[config.mk]
export PLATFORM = sky130hd
export DESIGN_NAME = issue_core
export DESIGN_NICKNAME = d
export VERILOG_FILES = /design/src/logic/ooo_pkg.sv /design/src/logic/alu_exec.sv /design/src/logic/issue_core.sv /design/src/logic/rename_unit.sv /design/src/logic/rs.sv /design/src/logic/rs_entry.sv
export SDC_FILE = /design/constraint.sdc
export NUM_CORES = 2
export LEC_CHECK = 0
export BUFFER_PORTS_ARGS = -buffer_cell sky130_fd_sc_hd__buf_2
export CORE_MARGIN = 3
export CORE_UTILIZATION = 45
export DETAILED_ROUTE_END_ITERATION = 8
export GPL_TIMING_DRIVEN = 0
export SYNTH_ARGS = -nofsm -noshare
export SYNTH_HDL_FRONTEND = slang
export SYNTH_HIERARCHICAL = 1
export SYNTH_SLANG_ARGS = --single-unit
[constraint.sdc]
create_clock -name clk -period 7.56 [get_ports clk]
set_clock_uncertainty 0.15 [all_clocks]
set_input_delay 1.512 -clock clk [delete_from_list [all_inputs] [get_ports clk]]
set_output_delay 1.512 -clock clk [all_outputs]
set_load 0.005 [all_outputs]
[src/logic/ooo_pkg.sv]
package ooo_pkg;

   // Architectural state and tag space
   localparam int NUM_ARCH_REGS = 8;
   localparam int NUM_TAGS      = 16;

   // Datapath widths
   localparam int DATA_WIDTH    = 32;
   localparam int IMM_WIDTH     = 16;

   // Architectural register number
   typedef logic [$clog2(NUM_ARCH_REGS)-1:0] t_reg_idx;

   // Result tag, handed out round-robin by rename
   typedef logic [$clog2(NUM_TAGS)-1:0] t_tag;

   // Operand or result value
   typedef logic [DATA_WIDTH-1:0] t_data;

   // Immediate field, zero-extended by the ALU
   typedef logic [IMM_WIDTH-1:0] t_imm;

   // ALU operations
   typedef enum logic [1:0] {
      OP_ADD = 2'b00,
      OP_SUB = 2'b01,
      OP_XOR = 2'b10,
      OP_LDI = 2'b11
   } t_opcode;

endpackage

[src/logic/alu_exec.sv]
`timescale 1ns/1ps

module alu_exec
   import ooo_pkg::*;
(
   input  logic    clk,
   input  logic    reset,

   input  logic    iss_valid,
   input  t_opcode iss_op,
   input  t_tag    iss_tag,
   input  t_imm    iss_imm,
   input  t_data   iss_data1,
   input  t_data   iss_data2,

   output logic    res_valid,
   output t_tag    res_tag,
   output t_data   res_data
);

   always_ff @(posedge clk) begin
      if (reset) begin
         res_valid <= 1'b0;
      end else begin
         res_valid <= iss_valid;
      end
   end

   // Result payload, broadcast one cycle after issue
   always_ff @(posedge clk) begin
      if (iss_valid) begin
         res_tag <= iss_tag;
         unique case (iss_op)
            OP_ADD: res_data <= iss_data1 + iss_data2;
            OP_SUB: res_data <= iss_data1 - iss_data2;
            OP_XOR: res_data <= iss_data1 ^ iss_data2;
            OP_LDI: res_data <= {{(DATA_WIDTH-IMM_WIDTH){1'b0}}, iss_imm};
         endcase
      end
   end

endmodule

[src/logic/issue_core.sv]
`timescale 1ns/1ps

module issue_core
   import ooo_pkg::*;
(
   input  logic     clk,
   input  logic     reset,

   input  logic     instr_valid,
   input  t_opcode  instr_op,
   input  t_reg_idx instr_rd,
   input  t_reg_idx instr_rs1,
   input  t_reg_idx instr_rs2,
   input  t_imm     instr_imm,
   output logic     instr_stall,

   output logic     res_valid,
   output t_tag     res_tag,
   output t_data    res_data
);

   // Rename to station
   logic    disp_valid;
   t_opcode disp_op;
   t_tag    disp_tag;
   t_imm    disp_imm;
   logic    src_rdy1;
   t_tag    src_tag1;
   t_data   src_data1;
   logic    src_rdy2;
   t_tag    src_tag2;
   t_data   src_data2;
   logic    rs_stall;

   // Station to ALU
   logic    iss_valid;
   t_opcode iss_op;
   t_tag    iss_tag;
   t_imm    iss_imm;
   t_data   iss_data1;
   t_data   iss_data2;

   rename_unit u_rename (
      .clk         (clk),
      .reset       (reset),
      .instr_valid (instr_valid),
      .instr_op    (instr_op),
      .instr_rd    (instr_rd),
      .instr_rs1   (instr_rs1),
      .instr_rs2   (instr_rs2),
      .instr_imm   (instr_imm),
      .instr_stall (instr_stall),
      .rs_stall    (rs_stall),
      .disp_valid  (disp_valid),
      .disp_op     (disp_op),
      .disp_tag    (disp_tag),
      .disp_imm    (disp_imm),
      .src_rdy1    (src_rdy1),
      .src_tag1    (src_tag1),
      .src_data1   (src_data1),
      .src_rdy2    (src_rdy2),
      .src_tag2    (src_tag2),
      .src_data2   (src_data2),
      .res_valid   (res_valid),
      .res_tag     (res_tag),
      .res_data    (res_data)
   );

   rs #(
      .NUM_RS_ENTS (8)
   ) u_rs (
      .clk        (clk),
      .reset      (reset),
      .disp_valid (disp_valid),
      .disp_op    (disp_op),
      .disp_tag   (disp_tag),
      .disp_imm   (disp_imm),
      .src_rdy1   (src_rdy1),
      .src_tag1   (src_tag1),
      .src_data1  (src_data1),
      .src_rdy2   (src_rdy2),
      .src_tag2   (src_tag2),
      .src_data2  (src_data2),
      .rs_stall   (rs_stall),
      .res_valid  (res_valid),
      .res_tag    (res_tag),
      .res_data   (res_data),
      .iss_valid  (iss_valid),
      .iss_op     (iss_op),
      .iss_tag    (iss_tag),
      .iss_imm    (iss_imm),
      .iss_data1  (iss_data1),
      .iss_data2  (iss_data2)
   );

   alu_exec u_alu (
      .clk       (clk),
      .reset     (reset),
      .iss_valid (iss_valid),
      .iss_op    (iss_op),
      .iss_tag   (iss_tag),
      .iss_imm   (iss_imm),
      .iss_data1 (iss_data1),
      .iss_data2 (iss_data2),
      .res_valid (res_valid),
      .res_tag   (res_tag),
      .res_data  (res_data)
   );

endmodule

[src/logic/rename_unit.sv]
`timescale 1ns/1ps

module rename_unit
   import ooo_pkg::*;
(
   input  logic     clk,
   input  logic     reset,

   input  logic     instr_valid,
   input  t_opcode  instr_op,
   input  t_reg_idx instr_rd,
   input  t_reg_idx instr_rs1,
   input  t_reg_idx instr_rs2,
   input  t_imm     instr_imm,
   output logic     instr_stall,

   input  logic     rs_stall,
   output logic     disp_valid,
   output t_opcode  disp_op,
   output t_tag     disp_tag,
   output t_imm     disp_imm,
   output logic     src_rdy1,
   output t_tag     src_tag1,
   output t_data    src_data1,
   output logic     src_rdy2,
   output t_tag     src_tag2,
   output t_data    src_data2,

   input  logic     res_valid,
   input  t_tag     res_tag,
   input  t_data    res_data
);

   t_data                    reg_val   [NUM_ARCH_REGS];
   t_tag                     alias_tag [NUM_ARCH_REGS];
   logic [NUM_ARCH_REGS-1:0] pending;
   t_tag                     next_tag;
   logic                     accept;

   logic                     rdy1_in;
   t_tag                     tag1_in;
   t_data                    data1_in;
   logic                     rdy2_in;
   t_tag                     tag2_in;
   t_data                    data2_in;

   // Source lookup through the alias table, with the result bus as bypass
   function automatic void rename_src(input t_reg_idx r, output logic rdy,
                                      output t_tag tag, output t_data data);
      tag = alias_tag[r];
      if (!pending[r]) begin
         rdy  = 1'b1;
         data = reg_val[r];
      end else if (res_valid && res_tag == alias_tag[r]) begin
         rdy  = 1'b1;
         data = res_data;
      end else begin
         rdy  = 1'b0;
         data = '0;
      end
   endfunction

   // Hold the source only while the dispatch register cannot drain
   assign instr_stall = disp_valid & rs_stall;
   assign accept      = instr_valid & ~instr_stall;

   always_comb begin
      rename_src(instr_rs1, rdy1_in, tag1_in, data1_in);
      rename_src(instr_rs2, rdy2_in, tag2_in, data2_in);
   end

   // Register values, pending bits and the tag counter
   always_ff @(posedge clk) begin
      if (reset) begin
         for (int i = 0; i < NUM_ARCH_REGS; i++) begin
            reg_val[i] <= '0;
         end
         pending  <= '0;
         next_tag <= '0;
      end else begin
         if (res_valid) begin
            for (int i = 0; i < NUM_ARCH_REGS; i++) begin
               // Only the latest writer retires into the file
               if (pending[i] && alias_tag[i] == res_tag) begin
                  reg_val[i] <= res_data;
                  pending[i] <= 1'b0;
               end
            end
         end
         // New writer wins over a retiring one on the same register
         if (accept) begin
            pending[instr_rd] <= 1'b1;
            next_tag          <= next_tag + t_tag'(1);
         end
      end
   end

   always_ff @(posedge clk) begin
      if (accept) begin
         alias_tag[instr_rd] <= next_tag;
      end
   end

   always_ff @(posedge clk) begin
      if (reset) begin
         disp_valid <= 1'b0;
      end else if (!instr_stall) begin
         disp_valid <= accept;
      end
   end

   // Dispatch register, snoops the result bus while it waits
   always_ff @(posedge clk) begin
      if (accept) begin
         disp_op   <= instr_op;
         disp_tag  <= next_tag;
         disp_imm  <= instr_imm;
         src_rdy1  <= rdy1_in;
         src_tag1  <= tag1_in;
         src_data1 <= data1_in;
         src_rdy2  <= rdy2_in;
         src_tag2  <= tag2_in;
         src_data2 <= data2_in;
      end else begin
         if (res_valid && !src_rdy1 && src_tag1 == res_tag) begin
            src_rdy1  <= 1'b1;
            src_data1 <= res_data;
         end
         if (res_valid && !src_rdy2 && src_tag2 == res_tag) begin
            src_rdy2  <= 1'b1;
            src_data2 <= res_data;
         end
      end
   end

endmodule

[src/logic/rs.sv]
`timescale 1ns/1ps

module rs
   import ooo_pkg::*;
#(
   parameter int NUM_RS_ENTS = 8
) (
   input  logic    clk,
   input  logic    reset,

   input  logic    disp_valid,
   input  t_opcode disp_op,
   input  t_tag    disp_tag,
   input  t_imm    disp_imm,
   input  logic    src_rdy1,
   input  t_tag    src_tag1,
   input  t_data   src_data1,
   input  logic    src_rdy2,
   input  t_tag    src_tag2,
   input  t_data   src_data2,
   output logic    rs_stall,

   input  logic    res_valid,
   input  t_tag    res_tag,
   input  t_data   res_data,

   output logic    iss_valid,
   output t_opcode iss_op,
   output t_tag    iss_tag,
   output t_imm    iss_imm,
   output t_data   iss_data1,
   output t_data   iss_data2
);

   logic [NUM_RS_ENTS-1:0]           ent_valid;
   logic [NUM_RS_ENTS-1:0]           ent_req;
   logic [NUM_RS_ENTS-1:0]           ent_alloc;
   logic [NUM_RS_ENTS-1:0]           ent_grant;
   t_opcode                          ent_op    [NUM_RS_ENTS];
   t_tag                             ent_tag   [NUM_RS_ENTS];
   t_imm                             ent_imm   [NUM_RS_ENTS];
   t_data                            ent_data1 [NUM_RS_ENTS];
   t_data                            ent_data2 [NUM_RS_ENTS];
   logic                             alloc;
   logic [$clog2(NUM_RS_ENTS+1)-1:0] free_cnt;

   // Isolate the lowest set bit
   function automatic logic [NUM_RS_ENTS-1:0] lowest_one(input logic [NUM_RS_ENTS-1:0] v);
      return v & (~v + 1'b1);
   endfunction

   always_comb begin
      free_cnt = '0;
      for (int i = 0; i < NUM_RS_ENTS; i++) begin
         if (!ent_valid[i]) begin
            free_cnt = free_cnt + 1'b1;
         end
      end
   end

   // Stall keeps one spare entry for the dispatch register
   assign rs_stall  = free_cnt < 2;
   assign alloc     = disp_valid & ~rs_stall;
   assign ent_alloc = alloc ? lowest_one(~ent_valid) : '0;

   // Lowest ready entry wins
   assign iss_valid = |ent_req;
   assign ent_grant = lowest_one(ent_req);

   always_comb begin
      iss_op    = OP_ADD;
      iss_tag   = '0;
      iss_imm   = '0;
      iss_data1 = '0;
      iss_data2 = '0;
      for (int i = 0; i < NUM_RS_ENTS; i++) begin
         if (ent_grant[i]) begin
            iss_op    = ent_op[i];
            iss_tag   = ent_tag[i];
            iss_imm   = ent_imm[i];
            iss_data1 = ent_data1[i];
            iss_data2 = ent_data2[i];
         end
      end
   end

   for (genvar i = 0; i < NUM_RS_ENTS; i++) begin : g_ent
      rs_entry u_entry (
         .clk       (clk),
         .reset     (reset),
         .alloc     (ent_alloc[i]),
         .disp_op   (disp_op),
         .disp_tag  (disp_tag),
         .disp_imm  (disp_imm),
         .src_rdy1  (src_rdy1),
         .src_tag1  (src_tag1),
         .src_data1 (src_data1),
         .src_rdy2  (src_rdy2),
         .src_tag2  (src_tag2),
         .src_data2 (src_data2),
         .res_valid (res_valid),
         .res_tag   (res_tag),
         .res_data  (res_data),
         .grant     (ent_grant[i]),
         .valid     (ent_valid[i]),
         .req_issue (ent_req[i]),
         .ent_op    (ent_op[i]),
         .ent_tag   (ent_tag[i]),
         .ent_imm   (ent_imm[i]),
         .ent_data1 (ent_data1[i]),
         .ent_data2 (ent_data2[i])
      );
   end

endmodule

[src/logic/rs_entry.sv]
`timescale 1ns/1ps

module rs_entry
   import ooo_pkg::*;
(
   input  logic    clk,
   input  logic    reset,

   input  logic    alloc,
   input  t_opcode disp_op,
   input  t_tag    disp_tag,
   input  t_imm    disp_imm,
   input  logic    src_rdy1,
   input  t_tag    src_tag1,
   input  t_data   src_data1,
   input  logic    src_rdy2,
   input  t_tag    src_tag2,
   input  t_data   src_data2,

   input  logic    res_valid,
   input  t_tag    res_tag,
   input  t_data   res_data,

   input  logic    grant,
   output logic    valid,
   output logic    req_issue,
   output t_opcode ent_op,
   output t_tag    ent_tag,
   output t_imm    ent_imm,
   output t_data   ent_data1,
   output t_data   ent_data2
);

   // Operand slots, index 0 is source 1
   logic [1:0] in_rdy;
   t_tag       in_tag   [2];
   t_data      in_data  [2];
   logic [1:0] rdy;
   t_tag       wait_tag [2];
   t_data      data     [2];

   assign in_rdy     = {src_rdy2, src_rdy1};
   assign in_tag[0]  = src_tag1;
   assign in_tag[1]  = src_tag2;
   assign in_data[0] = src_data1;
   assign in_data[1] = src_data2;

   always_ff @(posedge clk) begin
      if (reset) begin
         valid <= 1'b0;
      end else if (alloc) begin
         valid <= 1'b1;
      end else if (grant) begin
         valid <= 1'b0;
      end
   end

   always_ff @(posedge clk) begin
      if (alloc) begin
         ent_op  <= disp_op;
         ent_tag <= disp_tag;
         ent_imm <= disp_imm;
      end
      for (int s = 0; s < 2; s++) begin
         if (alloc) begin
            wait_tag[s] <= in_tag[s];
            if (in_rdy[s]) begin
               rdy[s]  <= 1'b1;
               data[s] <= in_data[s];
            end else if (res_valid && res_tag == in_tag[s]) begin
               // Broadcast on the allocation edge
               rdy[s]  <= 1'b1;
               data[s] <= res_data;
            end else begin
               rdy[s]  <= 1'b0;
            end
         end else if (valid && !rdy[s] && res_valid && res_tag == wait_tag[s]) begin
            rdy[s]  <= 1'b1;
            data[s] <= res_data;
         end
      end
   end

   assign req_issue = valid & rdy[0] & rdy[1];
   assign ent_data1 = data[0];
   assign ent_data2 = data[1];

endmodule

# Word level (Yosys, flattened, before mapping)
# Memory sizes are Yosys's and may differ from the RTL's.
# Cells that the tools add are included.
# word_totals
register_bits,346
ramBits,864
word_cells,657
n_memories,18
# memory_table
name,words,word_bits,read_ports,rd_ports_with_merged_regs,wr,line_no,source
u_rename.reg_val,8,32,2,0,8,rename_unit.sv:34,t_data reg_val [NUM_ARCH_REGS];
u_rs.g_ent[0].u_entry.data,2,32,2,0,2,rs_entry.sv:40,t_data data [2];
u_rs.g_ent[1].u_entry.data,2,32,2,0,2,rs_entry.sv:40,
u_rs.g_ent[2].u_entry.data,2,32,2,0,2,rs_entry.sv:40,
u_rs.g_ent[3].u_entry.data,2,32,2,0,2,rs_entry.sv:40,
u_rs.g_ent[4].u_entry.data,2,32,2,0,2,rs_entry.sv:40,
+12 memories,n/a,n/a,n/a,n/a,n/a,n/a,
# op_classes
n_addsub,12
magnitude_cmp,5
n_eq_ne,33
muxes,346
bitwise,68
reduce_logical,112
# op_table
cell,count
two-way mux 32 bit,64
two-way mux 1 bit,242
two-way mux 16 bit,8
case mux 32 bit (4 select lines),1
== test 4 bit,30
logical AND 1 bit,65
two-way mux 4 bit,16
nonzero test 2 bit,26
bitwise OR 1 bit,40
adder 32 bit,1
two-way mux 8 bit,4
subtractor 32 bit,1
XOR 32 bit,1
"adder 4 x 1 -> 4 bit, second input constant",7
NOT 8 bit,3
bitwise AND 1 bit,19
zero test 1 bit,18
"adder 8 x 1 -> 8 bit, second input constant",2
bitwise AND 8 bit,2
two-way mux 2 bit,8
"< comparator 3 x 4 -> 1 bit, second input constant",3
bitwise OR 8 bit,1
OR reduction 8 bit,1
binary-select mux 1 bit (select 3 bit),2
other kinds (9),11

# Depth between registers and ports, before layout
# depth
word_depth,23
ltp_mapped,27
depth_no_buf,26

# By module
# The synthesis kept the hierarchy.
# modules_own_cells
mod,instances,cells_per_inst,area_each_um2,seq_area_each_um2
rs_entry,8,208,4035.1,2902.8
rename_unit,1,1229,19060.8,11791.3
rs,1,1059,5835.6,0.0
alu_exec,1,511,4232.8,1101.1

# Worst setup path before layout
# No wires, ideal clock.
# synth_path
kind,reg-to-reg
start,reg u_rs.g_ent[0].u_entry.valid
end,mem u_rs/g_ent[2].u_entry/data[0][0] (netlist bit) (enable)
setup_ns,0.392
arrival_ns,6.748
slack_ns,0.270
stages_incl_launch_ff,20
synth_period_minus_slack_ns,7.290
path_cell_list,dfxtp_1 inv_1 ha_1 buf_6 xnor2_1 ha_1 nand2b_1 o211ai_1 o21ai_0 xnor2_1 o21ai_0 ha_1 nor2b_1 xnor2_1 xnor2_1 or4b_1 xnor3_2 a21oi_1 o21bai_1 and2_1
# synth_lines
element,line_no,source
"start, declared",rs_entry.sv:25,"output logic valid,"
"start signal, assigned",rs_entry.sv:50,valid <= 1'b0;
"start signal, assigned",rs_entry.sv:52,valid <= 1'b1;
"start signal, assigned",rs_entry.sv:54,valid <= 1'b0;
"end, declared",rs_entry.sv:40,

# Final worst setup path
# layout_path
start,reg u_rs.g_ent[0].u_entry.valid
end,reg u_rename.src_data1[24] (data pin)
# layout_via
elab_chain_len,20
# layout_rtl
element,line_no,source
two-way mux 1 bit *,rs.sv:55,if (!ent_valid[i]) begin
adder 1 x 1 -> 2 bit,rs.sv:56,free_cnt = free_cnt + 1'b1;
two-way mux 4 bit *,rs.sv:55,
adder 4 x 1 -> 4 bit,rs.sv:56,
two-way mux 4 bit *,rs.sv:55,
adder 4 x 1 -> 4 bit,rs.sv:56,
two-way mux 4 bit *,rs.sv:55,
adder 4 x 1 -> 4 bit,rs.sv:56,
[... 6 more ...],n/a,
two-way mux 4 bit *,rs.sv:55,
< comparator 4 x 2 -> 1 bit *,rs.sv:62,assign rs_stall = free_cnt < 2;
net rs_stall,issue_core.sv:33,logic rs_stall;
bitwise AND 1 bit *,rename_unit.sv:64,assign instr_stall = disp_valid & rs_stall;
NOT 1 bit *,rename_unit.sv:65,assign accept = instr_valid & ~instr_stall;
bitwise AND 1 bit *,rename_unit.sv:65,
net u_rename.accept,rename_unit.sv:38,logic accept;
two-way mux 32 bit *,rename_unit.sv:114,if (accept) begin
"end signal, assigned",rename_unit.sv:120,src_data1 <= data1_in;
"end signal, assigned",rename_unit.sv:127,src_data1 <= res_data;
"end, declared",rename_unit.sv:24,"output t_data src_data1,"
# The timed path passes the listed nets; every way through them passes the cells marked *.
# A chain may end at the register's enable or synchronous reset.

==> impl_metrics.py <==
metrics = {
    "timing": {
        "setup_slack_ps": 136,
        "fmax_mhz": 135,
        "relSlewSlack_pct": 3.70,
        "rsz0062_at_grt": "yes",
        "slew_viol_final": 0,
        "min_period_ps": 7420,
        "worst_hold_slack_ps": 386,
        "fin_crit_sh_pct": 98.2,
        "setup_violations": 0,
        "tightest_slew_ps": 1440,
        "final_hold_viol_count": 0,
    },
    "clock_network": {
        "numCtsBuffers": 136,
        "ctsRootBufferMaster": "clkbuf_16",
        "clkSinkCount": 1210,
        "insertion_delay_ps": 780,
        "htreeDepth": 4,
        "cts_max_path_buffers": 3,
        "tritoncts": "done",
        "postCtsHoldBufs": 0,
        "clkTransAtPathRegs_ps": 60,
    },
    "logic_synthesis": {
        "synth_edf_count": 1188,
        "syn-cell-area_um2": 61400,
        "synthArstFlopShare_pct": 0,
        "ys_ff_latch": 1210,
        "synth_flop_cell": "edfxtp_1",
        "ys_warn_count": 6,
        "seq_area_frac_synth_pct": 58.8,
        "yosysUniqueCellTypes": 91,
        "syn_nets": 4537,
        "postSynthAreaPerCell_um2": 13.8,
        "synthCells": 4463,
    },
    "floorplanning": {
        "die_w_um": 375,
        "dieArea_um2": 141000,
        "initial_core_util_pct": 45.7,
        "core-area_um2": 134000,
        "io_pins": 68,
        "num_rows": 134,
        "die_h_um": 375,
    },
    "placed_design": {
        "place_worst_setup_slack_ps": -1480,
        "post-dp-hpwl_um": 138000,
        "dpl_cell_area_um2": 65000,
        "port_buffers": 65,
        "gp_congestion": 0.946,
    },
    "drt": {
        "wl_per_cell_um": 29.2,
        "drtPass1Iterations": 6,
        "vias": 40189,
        "drt_iter0_markers": 4287,
        "ant_nets": 0,
        "viasPerCell": 6.10,
        "drc": 0,
        "wirelength_um": 192000,
    },
    "global_routing": {
        "grt_pass1_vias": 39776,
        "grt_overflow_total": 0,
        "antenna_found_initial": 3,
        "grt_usage_pct": 26.9,
        "grt_max_degree": 37,
        "grt_pass1_wl_um": 276000,
    },
    "critical_path": {
        "cpPeakStageDelay_ps": 870,
        "end_kind": "register",
        "crit_required_ps": 7830,
        "crit_top_cell": "xnor2_1",
        "start_kind": "register",
        "critical_path.top_delay_family": "simple AND/OR/NAND/NOR gates",
        "worstPathArrival_ps": 7690,
        "path_buf_inv": 5,
        "reg2regPathDepth": 24,
        "path_cells": "inv_1 -> ha_1 -> buf_6 -> xnor2_1 -> ha_1 -> nand2b_1 -> o211ai_1 -> o21ai_0 -> xnor2_1 -> o21ai_0 -> ha_1 -> nor2b_1 -> xnor2_1 -> xnor2_1 -> or4b_1 -> xnor3_4 -> and2_1 -> nand2_1 -> nand2_1 -> inv_1 -> buf_2 -> nand2_1 -> clkbuf_1 -> o2bb2ai_1",
        "crit_cells": 24,
        "crit_fanout": 10,
        "slowest_stage": "o2bb2ai_1",
        "worstSetupPathType": "reg2reg",
    },
    "outcome": {
        "outcome": "finished, final reports clean",
    },
    "final_layout": {
        "stdcell_area_um2": 69600,
        "synthToLayoutAreaGrowth_pct": 13.3,
        "post_route_cells_drive_above_1_share_pct": 23.8,
        "layout_common_cells": "1188 x edfxtp_1, 444 x nor2_1, 420 x mux2_2",
        "final_common_cell": "edfxtp_1",
        "nNetsFinal": 4789,
        "n_fill_cell": 11544,
    },
    "power": {
        "cellLeakagePower_nw": 23.7,
        "ir_worst_vdd_mv": 0.368,
        "powerDensity_nw_per_um2": 349,
        "power_mw": 24.3,
    },
    "hold_path": {
        "whs_path_depth": 2,
        "hold_path_class": "reg2reg",
    },
    "job": {
        "cap_violations": 0,
    },
}
kinds of logic (layout without fill, tap and decap cells):
logic type / Yosys count / count (layout) / synth area share [%]
and+or+nand+nor: 1055 / 1055 / 8.07
muxes: 748 / 748 / 16.4
buffers and inverters: 375 / 724 / 3.21
AOI/OAI and AO/OA: 791 / 791 / 9.11
other: 0 / 4 / 0
xor gates and xnor gates: 240 / 240 / 3.52
adders and majority gates: 44 / 44 / 0.909
DFF: 1210 / 1210 / 58.8
layout make-up:
type	instances	area, um2	share of cell area [%]
flip-flops and latches	1210	36100	51.9
multi-input cells	2878	23600	33.9
plain buffers	279	1660	2.39
repair buffers	117	1290	1.86
clock inverters	58	542	0.779
diodes	4	10.0	0.0144
inverters	93	352	0.505
well taps	1768	2210	3.18
clock buffers	177	3830	5.50
where the power goes:
group	total (mW)	leakage [nW]	switching (mW)	internal [mW]
clock	6.52	2.13	2.66	3.86
sequential	10.5	11.4	1.35	9.10
combinational	7.32	10.2	4.16	3.17
worst register-to-register path, stage by stage, from the launching register on:
cell and delay (ps):
dfxtp_1 500, inv_1 130, ha_1 320, buf_6 140, xnor2_1 150, ha_1 380
nand2b_1 100, o211ai_1 100, o21ai_0 130, xnor2_1 300, o21ai_0 140, ha_1 200
nor2b_1 130, xnor2_1 280, xnor2_1 110, or4b_1 470, xnor3_4 620, and2_1 280
nand2_1 110, nand2_1 330, inv_1 230, buf_2 320, nand2_1 250, clkbuf_1 330
o2bb2ai_1 870
worst paths after layout:
check,start,to,slack [ps]
worst max register to register,u_rs/g_ent[0].u_entry/valid,u_rename/src_data1[24],140
worst min-delay path,u_rename/pending[4],u_rename/pending[4],390
worst max-delay path,u_rs/g_ent[0].u_entry/valid,u_rename/src_data1[24],140
worst min register to register,u_rename/pending[4],u_rename/pending[4],390
routing by layer:
layer | global-route usage (%) | routed length (um) | vias up | share of wire (%)
met3 | 4.77 | 14100 | 306 | 7.3
li1 | - | - | 17713 | -
met1 | 36.5 | 81400 | 20540 | 42
met2 | 43.5 | 90100 | 1630 | 47
met5 | 0 | 0 | - | 0
met4 | 9.92 | 6950 | 0 | 3.6
stage by stage:
| step | instances | util [%] | setup TNS, ps |
|---|---|---|---|
| after detailed placement | 6344 | 48.3 | -20750 |
| after global routing | 6580 | 51.7 | -711 |
| after floorplan | 4463 | - | 0 |
| after CTS | 6578 | 51.6 | -15.4 |
| final | 6584 | 51.7 | 0 |
| after global placement | 6296 | 47.6 | -2458960 |
flip-flops by register name (all words and copies together) (netlist names), 32 cells and up:
name,cells
u_alu/res_data,32
u_rename/src_data2,32
u_rs/g_ent.u_entry/ent_tag,32
u_rename/src_data1,32
u_rename/alias_tag,32
u_rs/g_ent.u_entry/ent_imm,128
u_rename/reg_val,256
u_rs/g_ent.u_entry/wait_tag,64
u_rs/g_ent.u_entry/data,512
what timing repair did:
item                                    in CTS  in global routing
buffers inserted                             1                  2
endpoints found under the setup margin      68                 26
resized for setup                           35                 54
pin swaps                                    1                  1
hold endpoints to repair                     0                  0
Yosys cell counts (23+ instances only):
master,n,share of area [%]
edfxtp_1,1188,58
nor2_1,444,2.7
mux2_2,420,7.7
nand2_1,282,1.7
a21oi_1,250,2.0
clkbuf_1,178,1.1
xnor2_1,142,2.0
mux4_2,136,5.0
o21ai_0,121,0.99
a221oi_1,109,1.6
xor2_1,93,1.3
mux2i_1,92,1.5
inv_1,87,0.53
nand3b_1,80,0.98
nand2b_1,70,0.71
buf_6,68,1.2
o2bb2ai_1,67,0.96
a211oi_1,60,0.73
mux2_4,50,1.2
mux2_1,48,0.88
ha_1,43,0.88
nand3_1,26,0.21
nor2b_1,24,0.24
buf_2,23,0.19
No activity file was read; power rests on OpenSTA's default activity.
